===== src/source/lc4_pkg.sv =====
// shared widths, encodings and the instruction word for the two-wide lc4 core
// only the alu subset is decoded, every other encoding is treated as a nop
`default_nettype none

package lc4_pkg;

    localparam int XLEN      = 16;
    localparam int REG_IDX_W = 3;
    localparam int REG_COUNT = 8;
    localparam int NUM_LANES = 2;

    // primary opcodes, insn[15:12]
    localparam logic [3:0] OP_ARITH = 4'b0001;
    localparam logic [3:0] OP_LOGIC = 4'b0101;
    localparam logic [3:0] OP_CONST = 4'b1001;

    // register form sub-opcodes, insn[5:3]
    // bit 5 doubles as the immediate flag, so these all have it clear
    localparam logic [2:0] SUB_ADD = 3'b000;
    localparam logic [2:0] SUB_SUB = 3'b010;
    localparam logic [2:0] SUB_AND = 3'b000;
    localparam logic [2:0] SUB_NOT = 3'b001;
    localparam logic [2:0] SUB_OR  = 3'b010;
    localparam logic [2:0] SUB_XOR = 3'b011;

    // register-register view
    typedef struct packed {
        logic [3:0]           opcode;
        logic [REG_IDX_W-1:0] rd;
        logic [REG_IDX_W-1:0] rs;
        logic [2:0]           sub_op;
        logic [REG_IDX_W-1:0] rt;
    } lc4_rr_t;

    // register-immediate view, valid when imm_flag is set
    typedef struct packed {
        logic [3:0]           opcode;
        logic [REG_IDX_W-1:0] rd;
        logic [REG_IDX_W-1:0] rs;
        logic                 imm_flag;
        logic [4:0]           imm5;
    } lc4_ri_t;

    // const view with the signed 9-bit immediate
    typedef struct packed {
        logic [3:0]           opcode;
        logic [REG_IDX_W-1:0] rd;
        logic [8:0]           imm9;
    } lc4_ci_t;

    // one 16-bit word, three decodings
    typedef union packed {
        lc4_rr_t rr;
        lc4_ri_t ri;
        lc4_ci_t ci;
    } lc4_insn_t;

endpackage

`default_nettype wire


===== src/source/lc4_dual_core.sv =====
// two-wide lc4 alu pipeline, an independent pair retires three edges after transfer
// input ready drops only for a dependent pair, the retire ports cannot be held off
`timescale 1ns/1ps
`default_nettype none

module lc4_dual_core (
    input  logic                          gwe,
    input  logic                          i_rst,
    input  logic                          i_insn_valid,
    input  lc4_pkg::lc4_insn_t            i_insn_a,
    input  lc4_pkg::lc4_insn_t            i_insn_b,
    output logic                          o_insn_ready,
    output logic                          o_wb_valid_a,
    output logic [lc4_pkg::REG_IDX_W-1:0] o_wb_rd_a,
    output logic [lc4_pkg::XLEN-1:0]      o_wb_data_a,
    output logic                          o_wb_valid_b,
    output logic [lc4_pkg::REG_IDX_W-1:0] o_wb_rd_b,
    output logic [lc4_pkg::XLEN-1:0]      o_wb_data_b
);
    import lc4_pkg::*;

    logic [NUM_LANES-1:0]                 lane_valid;
    lc4_insn_t [NUM_LANES-1:0]            lane_insn;
    logic [NUM_LANES-1:0][XLEN-1:0]       lane_rs_data;
    logic [NUM_LANES-1:0][XLEN-1:0]       lane_rt_data;
    logic [NUM_LANES-1:0]                 lane_we;
    logic [NUM_LANES-1:0][REG_IDX_W-1:0]  lane_rd;
    logic [NUM_LANES-1:0][XLEN-1:0]       lane_result;

    logic [REG_IDX_W-1:0] rf_rs_a;
    logic [REG_IDX_W-1:0] rf_rt_a;
    logic [REG_IDX_W-1:0] rf_rs_b;
    logic [REG_IDX_W-1:0] rf_rt_b;
    logic [XLEN-1:0]      rf_rs_data_a;
    logic [XLEN-1:0]      rf_rt_data_a;
    logic [XLEN-1:0]      rf_rs_data_b;
    logic [XLEN-1:0]      rf_rt_data_b;

    lc4_issue lc4_issue_i (
        .gwe            (gwe),
        .i_rst          (i_rst),
        .i_insn_valid   (i_insn_valid),
        .i_insn_a       (i_insn_a),
        .i_insn_b       (i_insn_b),
        .o_insn_ready   (o_insn_ready),
        .i_lane_we      (lane_we),
        .i_lane_rd      (lane_rd),
        .i_lane_result  (lane_result),
        .o_rf_rs_a      (rf_rs_a),
        .o_rf_rt_a      (rf_rt_a),
        .o_rf_rs_b      (rf_rs_b),
        .o_rf_rt_b      (rf_rt_b),
        .i_rf_rs_data_a (rf_rs_data_a),
        .i_rf_rt_data_a (rf_rt_data_a),
        .i_rf_rs_data_b (rf_rs_data_b),
        .i_rf_rt_data_b (rf_rt_data_b),
        .o_lane_valid   (lane_valid),
        .o_lane_insn    (lane_insn),
        .o_lane_rs_data (lane_rs_data),
        .o_lane_rt_data (lane_rt_data)
    );

    // lane 0 carries the older instruction a, lane 1 carries b
    for (genvar g = 0; g < NUM_LANES; g++) begin : g_lane
        lc4_lane lc4_lane_i (
            .gwe       (gwe),
            .i_rst     (i_rst),
            .i_valid   (lane_valid[g]),
            .i_insn    (lane_insn[g]),
            .i_rs_data (lane_rs_data[g]),
            .i_rt_data (lane_rt_data[g]),
            .o_we      (lane_we[g]),
            .o_rd      (lane_rd[g]),
            .o_result  (lane_result[g])
        );
    end

    lc4_retire lc4_retire_i (
        .gwe          (gwe),
        .i_rst        (i_rst),
        .i_we_a       (lane_we[0]),
        .i_rd_a       (lane_rd[0]),
        .i_result_a   (lane_result[0]),
        .i_we_b       (lane_we[1]),
        .i_rd_b       (lane_rd[1]),
        .i_result_b   (lane_result[1]),
        .i_rs_a       (rf_rs_a),
        .i_rt_a       (rf_rt_a),
        .i_rs_b       (rf_rs_b),
        .i_rt_b       (rf_rt_b),
        .o_rs_data_a  (rf_rs_data_a),
        .o_rt_data_a  (rf_rt_data_a),
        .o_rs_data_b  (rf_rs_data_b),
        .o_rt_data_b  (rf_rt_data_b),
        .o_wb_valid_a (o_wb_valid_a),
        .o_wb_rd_a    (o_wb_rd_a),
        .o_wb_data_a  (o_wb_data_a),
        .o_wb_valid_b (o_wb_valid_b),
        .o_wb_rd_b    (o_wb_rd_b),
        .o_wb_data_b  (o_wb_data_b)
    );

endmodule

`default_nettype wire


===== src/source/lc4_issue.sv =====
// issue stage for the two-wide core, holds one pair and splits it when b reads a's rd
// the rd compare ignores whether a writes at all, so a nop in a can still split the pair
// operands come from lane b, then lane a, then the register file
`timescale 1ns/1ps
`default_nettype none

module lc4_issue (
    input  logic                                                  gwe,
    input  logic                                                  i_rst,
    input  logic                                                  i_insn_valid,
    input  lc4_pkg::lc4_insn_t                                    i_insn_a,
    input  lc4_pkg::lc4_insn_t                                    i_insn_b,
    output logic                                                  o_insn_ready,
    input  logic [lc4_pkg::NUM_LANES-1:0]                         i_lane_we,
    input  logic [lc4_pkg::NUM_LANES-1:0][lc4_pkg::REG_IDX_W-1:0] i_lane_rd,
    input  logic [lc4_pkg::NUM_LANES-1:0][lc4_pkg::XLEN-1:0]      i_lane_result,
    output logic [lc4_pkg::REG_IDX_W-1:0]                         o_rf_rs_a,
    output logic [lc4_pkg::REG_IDX_W-1:0]                         o_rf_rt_a,
    output logic [lc4_pkg::REG_IDX_W-1:0]                         o_rf_rs_b,
    output logic [lc4_pkg::REG_IDX_W-1:0]                         o_rf_rt_b,
    input  logic [lc4_pkg::XLEN-1:0]                              i_rf_rs_data_a,
    input  logic [lc4_pkg::XLEN-1:0]                              i_rf_rt_data_a,
    input  logic [lc4_pkg::XLEN-1:0]                              i_rf_rs_data_b,
    input  logic [lc4_pkg::XLEN-1:0]                              i_rf_rt_data_b,
    output logic [lc4_pkg::NUM_LANES-1:0]                         o_lane_valid,
    output lc4_pkg::lc4_insn_t [lc4_pkg::NUM_LANES-1:0]           o_lane_insn,
    output logic [lc4_pkg::NUM_LANES-1:0][lc4_pkg::XLEN-1:0]      o_lane_rs_data,
    output logic [lc4_pkg::NUM_LANES-1:0][lc4_pkg::XLEN-1:0]      o_lane_rt_data
);
    import lc4_pkg::*;

    // accepted pair, waiting for its slot in the issue register
    logic      pair_valid;
    logic      pair_b_only;
    lc4_insn_t pair_a;
    lc4_insn_t pair_b;

    // issue register, one slot per lane, operands are read from here
    logic [NUM_LANES-1:0]      iss_valid;
    lc4_insn_t [NUM_LANES-1:0] iss_insn;

    logic b_needs_a;
    logic split;

    // register forms read rs and rt, immediate forms rs only
    function automatic logic reads_rs(input lc4_insn_t insn);
        return (insn.rr.opcode == OP_ARITH) || (insn.rr.opcode == OP_LOGIC);
    endfunction

    function automatic logic reads_rt(input lc4_insn_t insn);
        return reads_rs(insn) && !insn.ri.imm_flag;
    endfunction

    function automatic logic [XLEN-1:0] pick_operand(
        input logic [REG_IDX_W-1:0]                src,
        input logic [XLEN-1:0]                     rf_data,
        input logic [NUM_LANES-1:0]                we,
        input logic [NUM_LANES-1:0][REG_IDX_W-1:0] rd,
        input logic [NUM_LANES-1:0][XLEN-1:0]      result
    );
        logic [XLEN-1:0] data;
        data = rf_data;
        // walk from the oldest lane so the newest match is the one kept
        for (int i = 0; i < NUM_LANES; i++) begin
            if (we[i] && (rd[i] == src)) begin
                data = result[i];
            end
        end
        return data;
    endfunction

    assign b_needs_a = (reads_rs(pair_b) && (pair_b.rr.rs == pair_a.rr.rd))
                    || (reads_rt(pair_b) && (pair_b.rr.rt == pair_a.rr.rd));

    // only a full pair splits, the leftover b never does
    assign split = pair_valid && !pair_b_only && b_needs_a;

    // the pair register drains every cycle except the split cycle
    assign o_insn_ready = !i_rst && !split;

    always_ff @(posedge gwe) begin
        if (i_rst) begin
            pair_valid  <= 1'b0;
            pair_b_only <= 1'b0;
        end else if (split) begin
            pair_b_only <= 1'b1;
        end else begin
            pair_valid  <= i_insn_valid;
            pair_b_only <= 1'b0;
        end
    end

    always_ff @(posedge gwe) begin
        if (i_insn_valid && o_insn_ready) begin
            pair_a <= i_insn_a;
            pair_b <= i_insn_b;
        end
    end

    // b keeps lane b when it goes alone, lane a stays empty that cycle
    always_ff @(posedge gwe) begin
        if (i_rst) begin
            iss_valid <= '0;
        end else begin
            iss_valid[0] <= pair_valid && !pair_b_only;
            iss_valid[1] <= pair_valid && (pair_b_only || !b_needs_a);
        end
    end

    always_ff @(posedge gwe) begin
        iss_insn[0] <= pair_a;
        iss_insn[1] <= pair_b;
    end

    assign o_rf_rs_a = iss_insn[0].rr.rs;
    assign o_rf_rt_a = iss_insn[0].rr.rt;
    assign o_rf_rs_b = iss_insn[1].rr.rs;
    assign o_rf_rt_b = iss_insn[1].rr.rt;

    assign o_lane_valid = iss_valid;
    assign o_lane_insn  = iss_insn;

    assign o_lane_rs_data[0] = pick_operand(iss_insn[0].rr.rs, i_rf_rs_data_a,
                                            i_lane_we, i_lane_rd, i_lane_result);
    assign o_lane_rt_data[0] = pick_operand(iss_insn[0].rr.rt, i_rf_rt_data_a,
                                            i_lane_we, i_lane_rd, i_lane_result);
    assign o_lane_rs_data[1] = pick_operand(iss_insn[1].rr.rs, i_rf_rs_data_b,
                                            i_lane_we, i_lane_rd, i_lane_result);
    assign o_lane_rt_data[1] = pick_operand(iss_insn[1].rr.rt, i_rf_rt_data_b,
                                            i_lane_we, i_lane_rd, i_lane_result);

endmodule

`default_nettype wire


===== src/source/lc4_lane.sv =====
// one execute lane, computes the alu subset and registers the write for one cycle
// mul, div, mod and all non-alu opcodes leave o_we low
`timescale 1ns/1ps
`default_nettype none

module lc4_lane (
    input  logic                          gwe,
    input  logic                          i_rst,
    input  logic                          i_valid,
    input  lc4_pkg::lc4_insn_t            i_insn,
    input  logic [lc4_pkg::XLEN-1:0]      i_rs_data,
    input  logic [lc4_pkg::XLEN-1:0]      i_rt_data,
    output logic                          o_we,
    output logic [lc4_pkg::REG_IDX_W-1:0] o_rd,
    output logic [lc4_pkg::XLEN-1:0]      o_result
);
    import lc4_pkg::*;

    logic [XLEN-1:0] imm5_sext;
    logic [XLEN-1:0] imm9_sext;
    logic [XLEN-1:0] alu_result;
    logic            supported;

    assign imm5_sext = {{(XLEN-5){i_insn.ri.imm5[4]}}, i_insn.ri.imm5};
    assign imm9_sext = {{(XLEN-9){i_insn.ci.imm9[8]}}, i_insn.ci.imm9};

    always_comb begin
        supported  = 1'b1;
        alu_result = '0;
        case (i_insn.rr.opcode)
            OP_ARITH: begin
                if (i_insn.ri.imm_flag) begin
                    alu_result = i_rs_data + imm5_sext;
                end else begin
                    case (i_insn.rr.sub_op)
                        SUB_ADD: alu_result = i_rs_data + i_rt_data;
                        SUB_SUB: alu_result = i_rs_data - i_rt_data;
                        default: supported = 1'b0;
                    endcase
                end
            end
            OP_LOGIC: begin
                if (i_insn.ri.imm_flag) begin
                    alu_result = i_rs_data & imm5_sext;
                end else begin
                    case (i_insn.rr.sub_op)
                        SUB_AND: alu_result = i_rs_data & i_rt_data;
                        SUB_NOT: alu_result = ~i_rs_data;
                        SUB_OR:  alu_result = i_rs_data | i_rt_data;
                        SUB_XOR: alu_result = i_rs_data ^ i_rt_data;
                        default: supported = 1'b0;
                    endcase
                end
            end
            OP_CONST: alu_result = imm9_sext;
            default:  supported = 1'b0;
        endcase
    end

    always_ff @(posedge gwe) begin
        if (i_rst) begin
            o_we <= 1'b0;
        end else begin
            o_we <= i_valid && supported;
        end
    end

    always_ff @(posedge gwe) begin
        o_rd     <= i_insn.rr.rd;
        o_result <= alu_result;
    end

endmodule

`default_nettype wire


===== src/source/lc4_retire.sv =====
// register file and retire report, reads are combinational from the stored values
// a and b writing the same rd in one cycle leaves b's value
`timescale 1ns/1ps
`default_nettype none

module lc4_retire (
    input  logic                          gwe,
    input  logic                          i_rst,
    input  logic                          i_we_a,
    input  logic [lc4_pkg::REG_IDX_W-1:0] i_rd_a,
    input  logic [lc4_pkg::XLEN-1:0]      i_result_a,
    input  logic                          i_we_b,
    input  logic [lc4_pkg::REG_IDX_W-1:0] i_rd_b,
    input  logic [lc4_pkg::XLEN-1:0]      i_result_b,
    input  logic [lc4_pkg::REG_IDX_W-1:0] i_rs_a,
    input  logic [lc4_pkg::REG_IDX_W-1:0] i_rt_a,
    input  logic [lc4_pkg::REG_IDX_W-1:0] i_rs_b,
    input  logic [lc4_pkg::REG_IDX_W-1:0] i_rt_b,
    output logic [lc4_pkg::XLEN-1:0]      o_rs_data_a,
    output logic [lc4_pkg::XLEN-1:0]      o_rt_data_a,
    output logic [lc4_pkg::XLEN-1:0]      o_rs_data_b,
    output logic [lc4_pkg::XLEN-1:0]      o_rt_data_b,
    output logic                          o_wb_valid_a,
    output logic [lc4_pkg::REG_IDX_W-1:0] o_wb_rd_a,
    output logic [lc4_pkg::XLEN-1:0]      o_wb_data_a,
    output logic                          o_wb_valid_b,
    output logic [lc4_pkg::REG_IDX_W-1:0] o_wb_rd_b,
    output logic [lc4_pkg::XLEN-1:0]      o_wb_data_b
);
    import lc4_pkg::*;

    logic [REG_COUNT-1:0][XLEN-1:0] regs;

    // a is older, so its write goes first and b overrides it
    always_ff @(posedge gwe) begin
        if (i_rst) begin
            regs <= '0;
        end else begin
            if (i_we_a) begin
                regs[i_rd_a] <= i_result_a;
            end
            if (i_we_b) begin
                regs[i_rd_b] <= i_result_b;
            end
        end
    end

    // a value written on an edge is visible to issue right after it
    assign o_rs_data_a = regs[i_rs_a];
    assign o_rt_data_a = regs[i_rt_a];
    assign o_rs_data_b = regs[i_rs_b];
    assign o_rt_data_b = regs[i_rt_b];

    // report each write in the same cycle the register file takes it
    always_ff @(posedge gwe) begin
        if (i_rst) begin
            o_wb_valid_a <= 1'b0;
            o_wb_valid_b <= 1'b0;
        end else begin
            o_wb_valid_a <= i_we_a;
            o_wb_valid_b <= i_we_b;
        end
    end

    always_ff @(posedge gwe) begin
        o_wb_rd_a   <= i_rd_a;
        o_wb_data_a <= i_result_a;
        o_wb_rd_b   <= i_rd_b;
        o_wb_data_b <= i_result_b;
    end

endmodule

`default_nettype wire


===== config.mk =====
export PLATFORM = sky130hd
export DESIGN_NAME = lc4_dual_core
export DESIGN_NICKNAME = d
export VERILOG_FILES = /design/src/source/lc4_pkg.sv /design/src/source/lc4_dual_core.sv /design/src/source/lc4_issue.sv /design/src/source/lc4_lane.sv /design/src/source/lc4_retire.sv
export SDC_FILE = /design/constraint.sdc
export NUM_CORES = 1
export LEC_CHECK = 0
export ABC_CLOCK_PERIOD_IN_PS = 6500
export BUFFER_PORTS_ARGS = -buffer_cell sky130_fd_sc_hd__buf_2
export CELL_PAD_IN_SITES_DETAIL_PLACEMENT = 1
export CELL_PAD_IN_SITES_GLOBAL_PLACEMENT = 1
export CORE_MARGIN = 3
export CORE_UTILIZATION = 31
export DETAILED_ROUTE_END_ITERATION = 12
export PLACE_DENSITY = 0.53
export SYNTH_ARGS = -nofsm -noshare
export SYNTH_HDL_FRONTEND = slang
export SYNTH_SLANG_ARGS = --single-unit

===== constraint.sdc =====
create_clock -name gwe -period 6.5 [get_ports gwe]
set_clock_uncertainty 0.2 [all_clocks]
set_input_delay 0.325 -clock gwe [delete_from_list [all_inputs] [get_ports gwe]]
set_output_delay 0.325 -clock gwe [all_outputs]
set_load 0.01 [all_outputs]

# Yosys cells after proc, flatten, opt, wreduce, memory -nomap -nowiden
# Cells that the tools add are included.
dict set report totals {
  ff_bits 276
  input_bits 35
  out_inout_bits 41
  word_cells 155
}
dict set report classes {
  n_addsub 6
  order_cmp 8
  eq_ne 24
  n_mux 46
  bitwise 10
  reduce_logical 34
}
# cell count
set ops {}
lappend ops {{2-to-1 mux 128 bit} 3}
lappend ops {{2-to-1 mux 16 bit} 18}
lappend ops {{bitwise mux 128 bit} 2}
lappend ops {{binary-select mux 16 bit (select 3 bit)} 4}
lappend ops {{case mux 16 bit (4 select lines)} 2}
lappend ops {{demux 16 bit (select 3 bit)} 2}
lappend ops {{case mux 16 bit (3 select lines)} 2}
lappend ops {{adder 16 bit} 4}
lappend ops {{AND 16 bit} 4}
lappend ops {{case mux 16 bit (2 select lines)} 2}
lappend ops {{NOT 16 bit} 2}
lappend ops {{OR 16 bit} 2}
lappend ops {{subtractor 16 bit} 2}
lappend ops {{bitwise XOR 16 bit} 2}
lappend ops {{equality test 3 bit} 10}
lappend ops {{< comparator 3 x 4 -> 1 bit (second input constant)} 6}
lappend ops {{logical AND 1 bit} 20}
lappend ops {{equality test 3 x 2 -> 1 bit (second input constant)} 4}
lappend ops {{equality test 4 x 1 -> 1 bit (second input constant)} 3}
lappend ops {{equality test 4 x 3 -> 1 bit (second input constant)} 3}
lappend ops {{2-to-1 mux 1 bit} 9}
lappend ops {{equality test 4 bit (second input constant)} 2}
lappend ops {{OR reduction 4 bit} 2}
lappend ops {{equality test 3 x 1 -> 1 bit (second input constant)} 2}
lappend ops {{6 further kinds} 16}

# Depth between registers and ports, before layout
# Gate-level depths: netlist (run 1).
dict set report depth {
  word_depth 9
  mapped_depth 23
}

# Modules after synthesis
# Synthesis (run 1) repeated with hierarchy kept, for this count alone.
dict set report unflattened {
  cells_unflattened 2371
  hier_area_um2 21619.5
}
# mod n_inst cells_each area_each_um2 seq_area_each_um2
set by_module_without_submodules {}
lappend by_module_without_submodules {lc4_retire 1 1039 10506.3 3363.2}
lappend by_module_without_submodules {{lc4_lane (g_lane[1].lc4_lane_i)} 1 496 3877.5 400.4}
lappend by_module_without_submodules {{lc4_lane (g_lane[0].lc4_lane_i)} 1 491 3659.8 400.4}
lappend by_module_without_submodules {lc4_issue 1 345 3575.9 1681.6}

# Least setup slack after synthesis (run 1)
# Ideal clock, no wire load.
dict set report synth_timing {
  path_kind {flip-flop to flip-flop}
  from {reg lc4_issue_i.iss_insn, in the netlist lc4_issue_i.o_lane_insn[6]}
  to {reg g_lane[0].lc4_lane_i.o_result[14] (netlist name)}
  setup_time_ns 0.138
  arrival_time_ns 4.328
  required_ns 6.162
  slack_ns 1.834
  path_stages_with_launch 19
  path_buffers 3
  synth_period_minus_slack_ns 4.666
  cell_sequence {dfxtp_1 buf_2 buf_1 buf_2 mux4_2 mux2i_1 a211oi_1 a21oi_1 inv_1 fa_1 a21o_1 a21oi_1 o21ai_0 a31o_2 a211oi_1 a21oi_1 xor2_1 nand2_1 o2111ai_1}
}
dict set report synth_via {
  elab_chain_cells 8
  elab_cells_between_ends 21
}
# element line_no
set synth_rtl {}
lappend synth_rtl {{start: declaration} lc4_issue.sv:40} ;# lc4_insn_t [NUM_LANES-1:0] iss_insn;
lappend synth_rtl {{binary-select mux 16 bit (select 3 bit) or equality test 3 bit (tied branches)} {lc4_retire.sv:49, lc4_issue.sv:65}}
lappend synth_rtl {{2-to-1 mux 16 bit (not written as such) or logical AND 1 bit (tied branches)} {lc4_retire.sv:49, lc4_issue.sv:65}}
lappend synth_rtl {{2-to-1 mux 16 bit} lc4_issue.sv:65} ;# if (we[i] && (rd[i] == src)) begin
lappend synth_rtl {{2-to-1 mux 16 bit (*)} lc4_issue.sv:65}
lappend synth_rtl {{subtractor 16 bit (tied with other cells)} lc4_lane.sv:37} ;# SUB_SUB: alu_result = i_rs_data - i_rt_data;
lappend synth_rtl {{case mux 16 bit (2 select lines) or case mux 16 bit (4 select lines) (tied branches)} {lc4_lane.sv:35, lc4_lane.sv:46}}
lappend synth_rtl {{2-to-1 mux 16 bit (on tied branches)} {lc4_lane.sv:32, lc4_lane.sv:43}}
lappend synth_rtl {{case mux 16 bit (3 select lines) (*)} lc4_lane.sv:30} ;# case (i_insn.rr.opcode)
lappend synth_rtl {{net g_lane[0].lc4_lane_i.alu_result[14]} lc4_lane.sv:21} ;# logic [XLEN-1:0] alu_result;
lappend synth_rtl {{end signal: assignment} lc4_lane.sv:70} ;# o_result <= alu_result;
lappend synth_rtl {{end: declaration} lc4_lane.sv:15} ;# output logic [lc4_pkg::XLEN-1:0] o_result
# Mark *: on every way through the listed nets, which the timed path passes. The rest lies on a longest branch. The select of a mux whose other input is x is not followed.
# A chain may end at the register's enable or synchronous reset.

# Worst setup path after layout (run 1)
dict set report layout_timing {
  from {reg lc4_issue_i.iss_insn, in the netlist lc4_issue_i.o_lane_insn[16]}
  to {reg g_lane[1].lc4_lane_i.o_result[14] (netlist name)}
}
dict set report layout_via {
  elab_chain_cells 8
  elab_cells_between_ends 19
}
# element line_no
set layout_rtl {}
lappend layout_rtl {{binary-select mux 16 bit (select 3 bit) or equality test 3 bit (tied branches)} {lc4_retire.sv:52, lc4_issue.sv:65}}
lappend layout_rtl {{2-to-1 mux 16 bit (not written as such) or logical AND 1 bit (tied branches)} {lc4_retire.sv:52, lc4_issue.sv:65}}
lappend layout_rtl {{2-to-1 mux 16 bit (2 in series)} lc4_issue.sv:65}
lappend layout_rtl {{subtractor 16 bit (tied with other cells)} lc4_lane.sv:37}
lappend layout_rtl {{case mux 16 bit (2 select lines) or case mux 16 bit (4 select lines) (tied branches)} {lc4_lane.sv:35, lc4_lane.sv:46}}
lappend layout_rtl {{2-to-1 mux 16 bit (on tied branches)} {lc4_lane.sv:32, lc4_lane.sv:43}}
lappend layout_rtl {{case mux 16 bit (3 select lines) (*)} lc4_lane.sv:30}
lappend layout_rtl {{net g_lane[1].lc4_lane_i.alu_result[14]} lc4_lane.sv:21}
lappend layout_rtl {{end signal: assignment} lc4_lane.sv:70}
lappend layout_rtl {{end: declaration} lc4_lane.sv:15}
# Marked as above.

==> results of run 1 <==
## cells by family (layout without fill, tap and decap cells)
kind of cell	count (synthesis)	in the layout
XOR/XNOR	107	107
flip-flops	276	276
multiplexers	351	351
AO/OA/AOI/OAI	495	495
AND/OR/NAND/NOR	529	529
adder cells (fa/ha/maj)	138	138
other	0	1
buffers and inverters	295	361
## worst max-delay path: stages, from the launching register on
cell	delay, ns
dfxtp_2	0.70
xnor2_1	0.20
and4_1	0.90
or3_1	0.22
o211ai_1	0.20
ha_1	0.38
nor2_1	0.18
xnor2_1	0.09
ha_1	0.36
a21o_1	0.18
a21oi_1	0.22
o21ai_0	0.20
a31oi_1	0.35
o31ai_1	0.19
o41ai_1	0.40
xor2_1	0.18
nor2_1	0.06
a211o_1	0.28
## power by group through the flow
stage	registers (mW)	logic, mW	clock network (mW)
floorplan	1.82	0.281	0
global placement	1.85	0.384	0
detailed placement	1.86	0.389	0
CTS	1.82	0.407	2.05
global route	1.82	0.438	2.11
finish	1.82	0.405	2.00
## cells in the mapped netlist, types with 4 or more instances
library cell,instances,share of area (%)
a211oi_1,171,6.1
a21o_1,13,0.47
a21oi_1,99,2.4
a22o_1,4,0.17
a22oi_1,10,0.36
a31oi_1,18,0.54
and2_1,13,0.39
and4_1,4,0.17
buf_1,12,0.21
buf_2,34,0.81
buf_4,9,0.32
buf_6,4,0.21
clkbuf_1,126,2.3
dfxtp_1,244,23
edfxtp_1,32,4.6
fa_1,4,0.38
ha_1,134,8.0
inv_1,109,2.0
mux2_2,21,1.1
mux2i_1,179,8.5
mux4_1,18,2.3
mux4_2,133,14
nand2_1,111,2.0
nand2b_1,13,0.39
nand3_1,13,0.31
nand4_1,18,0.54
nor2_1,257,4.6
nor2b_1,14,0.42
nor3_1,38,0.91
nor3b_1,5,0.18
nor4_1,11,0.33
o2111ai_1,6,0.25
o211ai_1,10,0.36
o21a_1,12,0.43
o21ai_0,93,2.2
o21bai_1,6,0.21
o221ai_1,11,0.46
o31ai_1,7,0.25
o41ai_1,4,0.17
or3_1,11,0.33
xnor2_1,78,3.3
xor2_1,28,1.2
## metal layers
metal | routed length (µm) | share of wire [%] | global-route usage [%] | vias up
met2 | 39400 | 46 | 39.03 | 595
met4 | 2984 | 3.5 | 8.136 | 0
met5 | 0 | 0 | 0 | -
met1 | 37200 | 44 | 31.43 | 9380
met3 | 5495 | 6.5 | 4.710 | 161
li1 | - | - | - | 8227
## worst max-delay path by stage
stage	cells after the start	from	to	slack [ns]
floorplan	18	lc4_issue_i.o_lane_insn[6]	g_lane[0].lc4_lane_i.o_result[14]	1.83
global placement	18	lc4_issue_i.o_lane_insn[16]	g_lane[1].lc4_lane_i.o_result[15]	0.84
detailed placement	18	lc4_issue_i.o_lane_insn[16]	g_lane[1].lc4_lane_i.o_result[15]	0.85
CTS	17	lc4_issue_i.o_lane_insn[16]	g_lane[1].lc4_lane_i.o_result[14]	0.79
global route	19	g_lane[0].lc4_lane_i.o_rd[1]	g_lane[0].lc4_lane_i.o_result[15]	0.40
finish	17	lc4_issue_i.o_lane_insn[16]	g_lane[1].lc4_lane_i.o_result[14]	0.87
## flip-flops by register name, summed over array words and instances (netlist names), 6 cells and up
name                        flops
g_lane.lc4_lane_i.o_rd          6
g_lane.lc4_lane_i.o_result     32
lc4_issue_i.o_lane_insn        32
lc4_issue_i.pair_a             16
lc4_issue_i.pair_b             16
lc4_retire_i.o_wb_data_a       16
lc4_retire_i.o_wb_data_b       16
lc4_retire_i.regs             128
## through the flow
| step | utilization (%) | setup WS (ns) | hold WS, ns | cell area (µm²) |
|---|---|---|---|---|
| floorplan | - | 1.834 | 0.1096 | 20980 |
| global route | 35.73 | 0.3994 | 0.1071 | 23740 |
| CTS | 35.73 | 0.7933 | 0.1057 | 23740 |
| global placement | 33.48 | 0.8448 | 0.1154 | 22250 |
| detailed placement | 33.48 | 0.8521 | 0.1132 | 22250 |
| finish | 35.73 | 0.8712 | 0.1092 | 23740 |
## placed cells by master, fill, tap and decap left out, types with 7 or more instances in the layout
| cell | instances |
|---|---|
| mux2_2 | 21 |
| clkbuf_16 | 36 |
| o31ai_1 | 7 |
| buf_2 | 74 |
| buf_4 | 79 |
| inv_1 | 109 |
| a22oi_1 | 10 |
| nor3_1 | 35 |
| ha_1 | 134 |
| a21oi_1 | 99 |
| dfxtp_2 | 9 |
| dlygate4sd3_1 | 35 |
| mux2i_1 | 179 |
| o221ai_1 | 11 |
| edfxtp_1 | 32 |
| nor4_1 | 11 |
| nand3_1 | 13 |
| nand2b_1 | 13 |
| mux4_1 | 18 |
| o21a_1 | 12 |
| nor2_1 | 257 |
| nand2_1 | 108 |
| o21ai_0 | 93 |
| nor2b_1 | 14 |
| a211oi_1 | 171 |
| a21o_1 | 13 |
| dfxtp_1 | 235 |
| and2_1 | 12 |
| or3_1 | 11 |
| clkbuf_1 | 14 |
| a31oi_1 | 18 |
| mux4_2 | 133 |
| o211ai_1 | 10 |
| nand4_1 | 18 |
| xnor2_1 | 78 |
| xor2_1 | 28 |
## final cells by class
| type | count | share of cell area [%] |
|---|---|---|
| Antenna cell | 1 | 0.01054 |
| Timing Repair Buffer | 188 | 5.533 |
| Tap cell | 864 | 4.553 |
| Multi-Input combinational cell | 1620 | 58.71 |
| Inverter | 109 | 1.723 |
| Sequential cell | 276 | 24.67 |
| Clock buffer | 53 | 4.189 |
| Clock inverter | 11 | 0.6165 |
==> impl_metrics.toml, run 1 <==
[outcome]
status = "complete, no violations"

[cts]
clkSinkCount = 276
hold_buffers = 35
tritoncts = "done"
cts_max_level = 2
numCtsBuffers = 35
root_buffer = "clkbuf_16"
clockBufferDepth = 3
insertion_delay_ns = 0.58
post-cts-setup-buffers = 0
path_clk_slew_ns = 0.06
ctsResizeCount = 0

[critical_path]
reg2reg_slack_ns = 0.87
cp-end-kind = "flip-flop"
regToRegStartpoint = "lc4_issue_i.o_lane_insn[16]"
cp.arrival_ns = 5.87
cp-start-kind = "flip-flop"
r2r_cells = 17
critPathRequiredTime_ns = 6.74
worstReg2RegEnd = "g_lane[1].lc4_lane_i.o_result[14]"
cp_max_fo = 22
critical_path_class = "flip-flop to flip-flop"

[sta]
post-route-min-period_ns = 5.629
clock.fmax_mhz = 177.7
slew_viol_final = 0
setup_viol = 0
maxSlewHeadroom_pct = 28.84
fin_tns_setup_ns = 0
hold_viol_final = 0
rsz0062_at_grt = "false"
finalCritPeriodShare_pct = 86.60
worst_pin_slew_ns = 1.066

[routing]
vias_per_cell = 5.882
wire_per_inst_um = 27.25
drc = 0
ant_nets = 0
drt_iter0_markers = 1256
dr.pass1.iters = 5
vias = 18360
drt_wl_total_um = 85080

[floorplan]
die_x_um = 266.1
start_util_pct = 31.57
coreArea_mm2 = 0.06645
pin_count = 76
num_rows = 94
fp.dieArea_mm2 = 0.07082
die_height_um = 266.1

[power_and_ir_drop]
p_per_area_mw_per_mm2 = 178.1
power.switching_mw = 1.119
swShare_pct = 26.47
vdd_drop_max_mv = 0.1266
p_int_mw = 3.109
seqPwrFrac_pct = 43.0
p_clk_share_pct = 47.4
p_comb_share_pct = 9.6
total_power_mw = 4.228
leakage_nw = 10.20

[yosys]
synthesis.nets = 2364
synth-adder-area-share_pct = 8.375
synth_cell_types = 76
synth_compound_area_share_pct = 15.74
synthXorXnorAreaFrac_pct = 4.503
synthMuxAreaShare_pct = 26.20
synth_top_family_by_area = "multiplexers"
yosysSeqAreaShare_pct = 27.87
ys_warn_count = 0
async_flop_share_pct = 0
synth-simple-area-share_pct = 11.47
synth_edf_count = 32
synthFlopType = "dfxtp_1"
ys_ff_latch = 276
syn_area_mm2 = 0.02098
synth_cells = 2191
avgSynthCellArea_um2 = 9.574

[global_route]
antenna_found_initial = 1
grt_pass1_wl_um = 126200
grt_usage_pct = 23.82
grt_start_max_net_pins = 83
grt_pass1_vias = 18900
grt_overflow_total = 0

[min_path]
hold_depth = 0
hold_path_class = "flip-flop to flip-flop"
min-delay-start = "lc4_issue_i.o_lane_insn[11]"
min_to = "g_lane[0].lc4_lane_i.o_rd[2]"

[placement]
dp.cells = 3022
place_congestion = 0.8572
hpwl_um = 60790
io_buffers = 75

[finish]
area.growth.synth_to_final_pct = 13.19
nFillCells = 7459
instances_no_fill = 3122
layout.nets = 2403
multiInputGateArea_mm2 = 0.01394
drive_gt1_share_pct = 17.32
seqCellArea_mm2 = 0.005857

[job]
maxCapViolCount = 0
Power figures use the tool's default switching activity.
==> run 2: changes to the inputs <==
--- a/config.mk
+++ b/config.mk
@@ -5,12 +5,13 @@
 export SDC_FILE = /design/constraint.sdc
 export NUM_CORES = 1
 export LEC_CHECK = 0
-export ABC_CLOCK_PERIOD_IN_PS = 6500
+export ABC_CLOCK_PERIOD_IN_PS = 5320
 export BUFFER_PORTS_ARGS = -buffer_cell sky130_fd_sc_hd__buf_2
 export CELL_PAD_IN_SITES_DETAIL_PLACEMENT = 1
 export CELL_PAD_IN_SITES_GLOBAL_PLACEMENT = 1
 export CORE_MARGIN = 3
 export CORE_UTILIZATION = 31
+export CTS_CLUSTER_DIAMETER = 150
 export DETAILED_ROUTE_END_ITERATION = 12
 export PLACE_DENSITY = 0.53
 export SYNTH_ARGS = -nofsm -noshare
==> constraint.sdc (replaced) <==
create_clock -name gwe -period 5.32 [get_ports gwe]
set_clock_uncertainty 0.2 [all_clocks]
set_input_delay 0.266 -clock gwe [delete_from_list [all_inputs] [get_ports gwe]]
set_output_delay 0.266 -clock gwe [all_outputs]
set_load 0.005 [all_outputs]
==> run 2 against run 1 <==
Net effect:
- register-to-register slack worse by 0.62 ns
- combinational power rose by 29%
- die area stayed put
- first-iteration DRC count up 6.6%
- non-clock buffer count increased by 48
- critical endpoint is now g_lane[0].lc4_lane_i.o_result[15]
- critical path depth grew 3
- global-route usage shrank 0.28 points
- clock power increased by 27%
- final cell count increased by 1.5%
- fmax increased by 11%
==> impl_metrics.toml, run 2 (same netlist as run 1, synthesis figures left out) <==
[sta]
maxSlewHeadroom_pct = 20.79
finalCritPeriodShare_pct = 95.29
hold_viol_final = 0
worst_pin_slew_ns = 1.177
holdWs_ns = 0.1269
clock.fmax_mhz = 197.3
slew_viol_final = 0
post-route-min-period_ns = 5.069
setup_viol = 0

[floorplan]
die_x_um = 266.1
num_rows = 94
pin_count = 76
die_height_um = 266.1
start_util_pct = 31.57
fp.dieArea_mm2 = 0.07082
coreArea_mm2 = 0.06645

[routing]
vias = 18460
drt_wl_total_um = 84140
vias_per_cell = 5.826
drt_iter0_markers = 1339
ant_nets = 0
drc = 0
dr.pass1.iters = 5
wire_per_inst_um = 26.55

[finish]
antenna_cells = 0
mostFrequentLayoutCells = "nor2_1, dfxtp_1, mux2i_1, a211oi_1, ha_1"
layout.nets = 2452
instances_no_fill = 3169
seqCellArea_mm2 = 0.005862
multiInputGateArea_mm2 = 0.01399
largest_register_ffs = 128
drive_gt1_share_pct = 20.04
top_register = "lc4_retire_i.regs"
nFillCells = 7503
fin_util_pct = 36.50
area.growth.synth_to_final_pct = 15.62
layout_commonest_cell = "nor2_1"

[critical_path]
cp-start-kind = "flip-flop"
cp_max_fo = 8
critPathRequiredTime_ns = 5.55
r2r_cells = 20
critical-path-top-delay-family = "compound AO/OA/AOI/OAI gates"
cp_slowest_cell = "mux4_1"
cp-startpoint = "lc4_issue_i.o_lane_insn[0]"
critical_path_class = "flip-flop to flip-flop"
cp.arrival_ns = 5.30
slowest_delay_ns = 0.60
worstSetupPathDepth = 20
regToRegStartpoint = "lc4_issue_i.o_lane_insn[0]"
critPathBufInv = 3
cp-end-kind = "flip-flop"
crit_chain = "buf_4 -> mux4_1 -> mux2_2 -> nor4_1 -> nor3_2 -> nor2_1 -> nor2_1 -> xnor2_1 -> ha_1 -> o21ai_0 -> a21oi_1 -> o41ai_2 -> buf_4 -> o21ai_1 -> o41ai_2 -> buf_4 -> o21ai_0 -> a31oi_1 -> a31oi_1 -> o21ai_0"

[cts]
path_clk_slew_ns = 0.06
insertion_delay_ns = 0.57
root_buffer = "clkbuf_16"
cts_max_level = 2
numCtsBuffers = 36
clkSinkCount = 276
clockBufferDepth = 3
tritoncts = "done"

[placement]
hpwl_um = 61540
dp.cells = 3067
io_buffers = 75
place_congestion = 0.8805

[global_route]
grt_pass1_wl_um = 126100
grt_usage_pct = 23.54
grt_overflow_total = 0
antenna_found_initial = 1
grt_pass1_vias = 19340
grt_start_max_net_pins = 82

[job]
maxCapViolCount = 0

[min_path]
min-delay-start = "lc4_issue_i.o_lane_insn[27]"
hold_path_class = "flip-flop to flip-flop"
hold_depth = 0

[power_and_ir_drop]
p_per_area_mw_per_mm2 = 217.5
total_power_mw = 5.275
leakage_nw = 10.51
vdd_drop_max_mv = 0.1559

[outcome]
status = "complete, no violations"
==> run 2: cell count changes in the layout (fill, tap and decap cells not counted), sizes merged <==
cell,previous run,this run
buf,153,201
clkbuf,53,44
clkinv,6,12
diode,1,0
inv,110,113
==> run 2: metrics by stage <==
step           worst slack [ns]  area, µm²  setup TNS [ns]
6_report                 0.2507      24250               0
5_1_grt               -0.003441      24250       -0.003441
4_1_cts                0.006406      24180               0
3_5_place_dp           -0.04502      22610        -0.04502
3_3_place_gp             0.1844      22610               0
2_1_floorplan            0.6543      20980               0
==> run 2: path summary, 6_finish.rpt <==
path | endpoint | slack [ns]
setup reg to reg | g_lane[0].lc4_lane_i.o_result[15] | 0.25
setup / recovery | g_lane[0].lc4_lane_i.o_result[15] | 0.25
hold reg to reg | g_lane[1].lc4_lane_i.o_rd[2] | 0.13
hold / removal | g_lane[1].lc4_lane_i.o_rd[2] | 0.13
==> run 2: report_power, final <==
group	internal [mW]	leakage [nW]	switching (mW)
Clock	1.50	0.602	1.04
Combinational	0.218	7.62	0.305
Sequential	2.15	2.29	0.0587
==> run 2: metal layers <==
metal	share of wire (%)	GRT usage, %	routed length (µm)
met4	2.8	7.024	2364
met5	0.015	0	13
met2	47	38.71	39130
met3	6.0	4.599	5052
met1	45	31.39	37580
==> run 2: area by class of cell <==
type / count / share of cell area [%]
multi-input combinational: 1620 / 57.69
sequential: 276 / 24.17
timing repair buffer: 236 / 7.006
tap: 864 / 4.457
clock buffer: 44 / 4.137
inverter: 109 / 1.687
clock inverter: 20 / 0.8564
==> run 2: repair_timing <==
item,CTS,global route
setup buffers,0,3
gates cloned,0,0
hold buffers,35,0
endpoints found under the setup margin,2,10
resized for setup,2,12
endpoints found under the hold margin,50,0
pin swaps,0,2
==> run 2: worst register-to-register path: stages (launching register included) <==
cell and delay, ns:
dfxtp_2 0.44, buf_4 0.27, mux4_1 0.60, mux2_2 0.32, nor4_1 0.30, nor3_2 0.13, nor2_1 0.19, nor2_1 0.08
xnor2_1 0.16, ha_1 0.34, o21ai_0 0.09, a21oi_1 0.29, o41ai_2 0.13, buf_4 0.15, o21ai_1 0.26, o41ai_2 0.10
buf_4 0.14, o21ai_0 0.29, a31oi_1 0.16, a31oi_1 0.20, o21ai_0 0.11
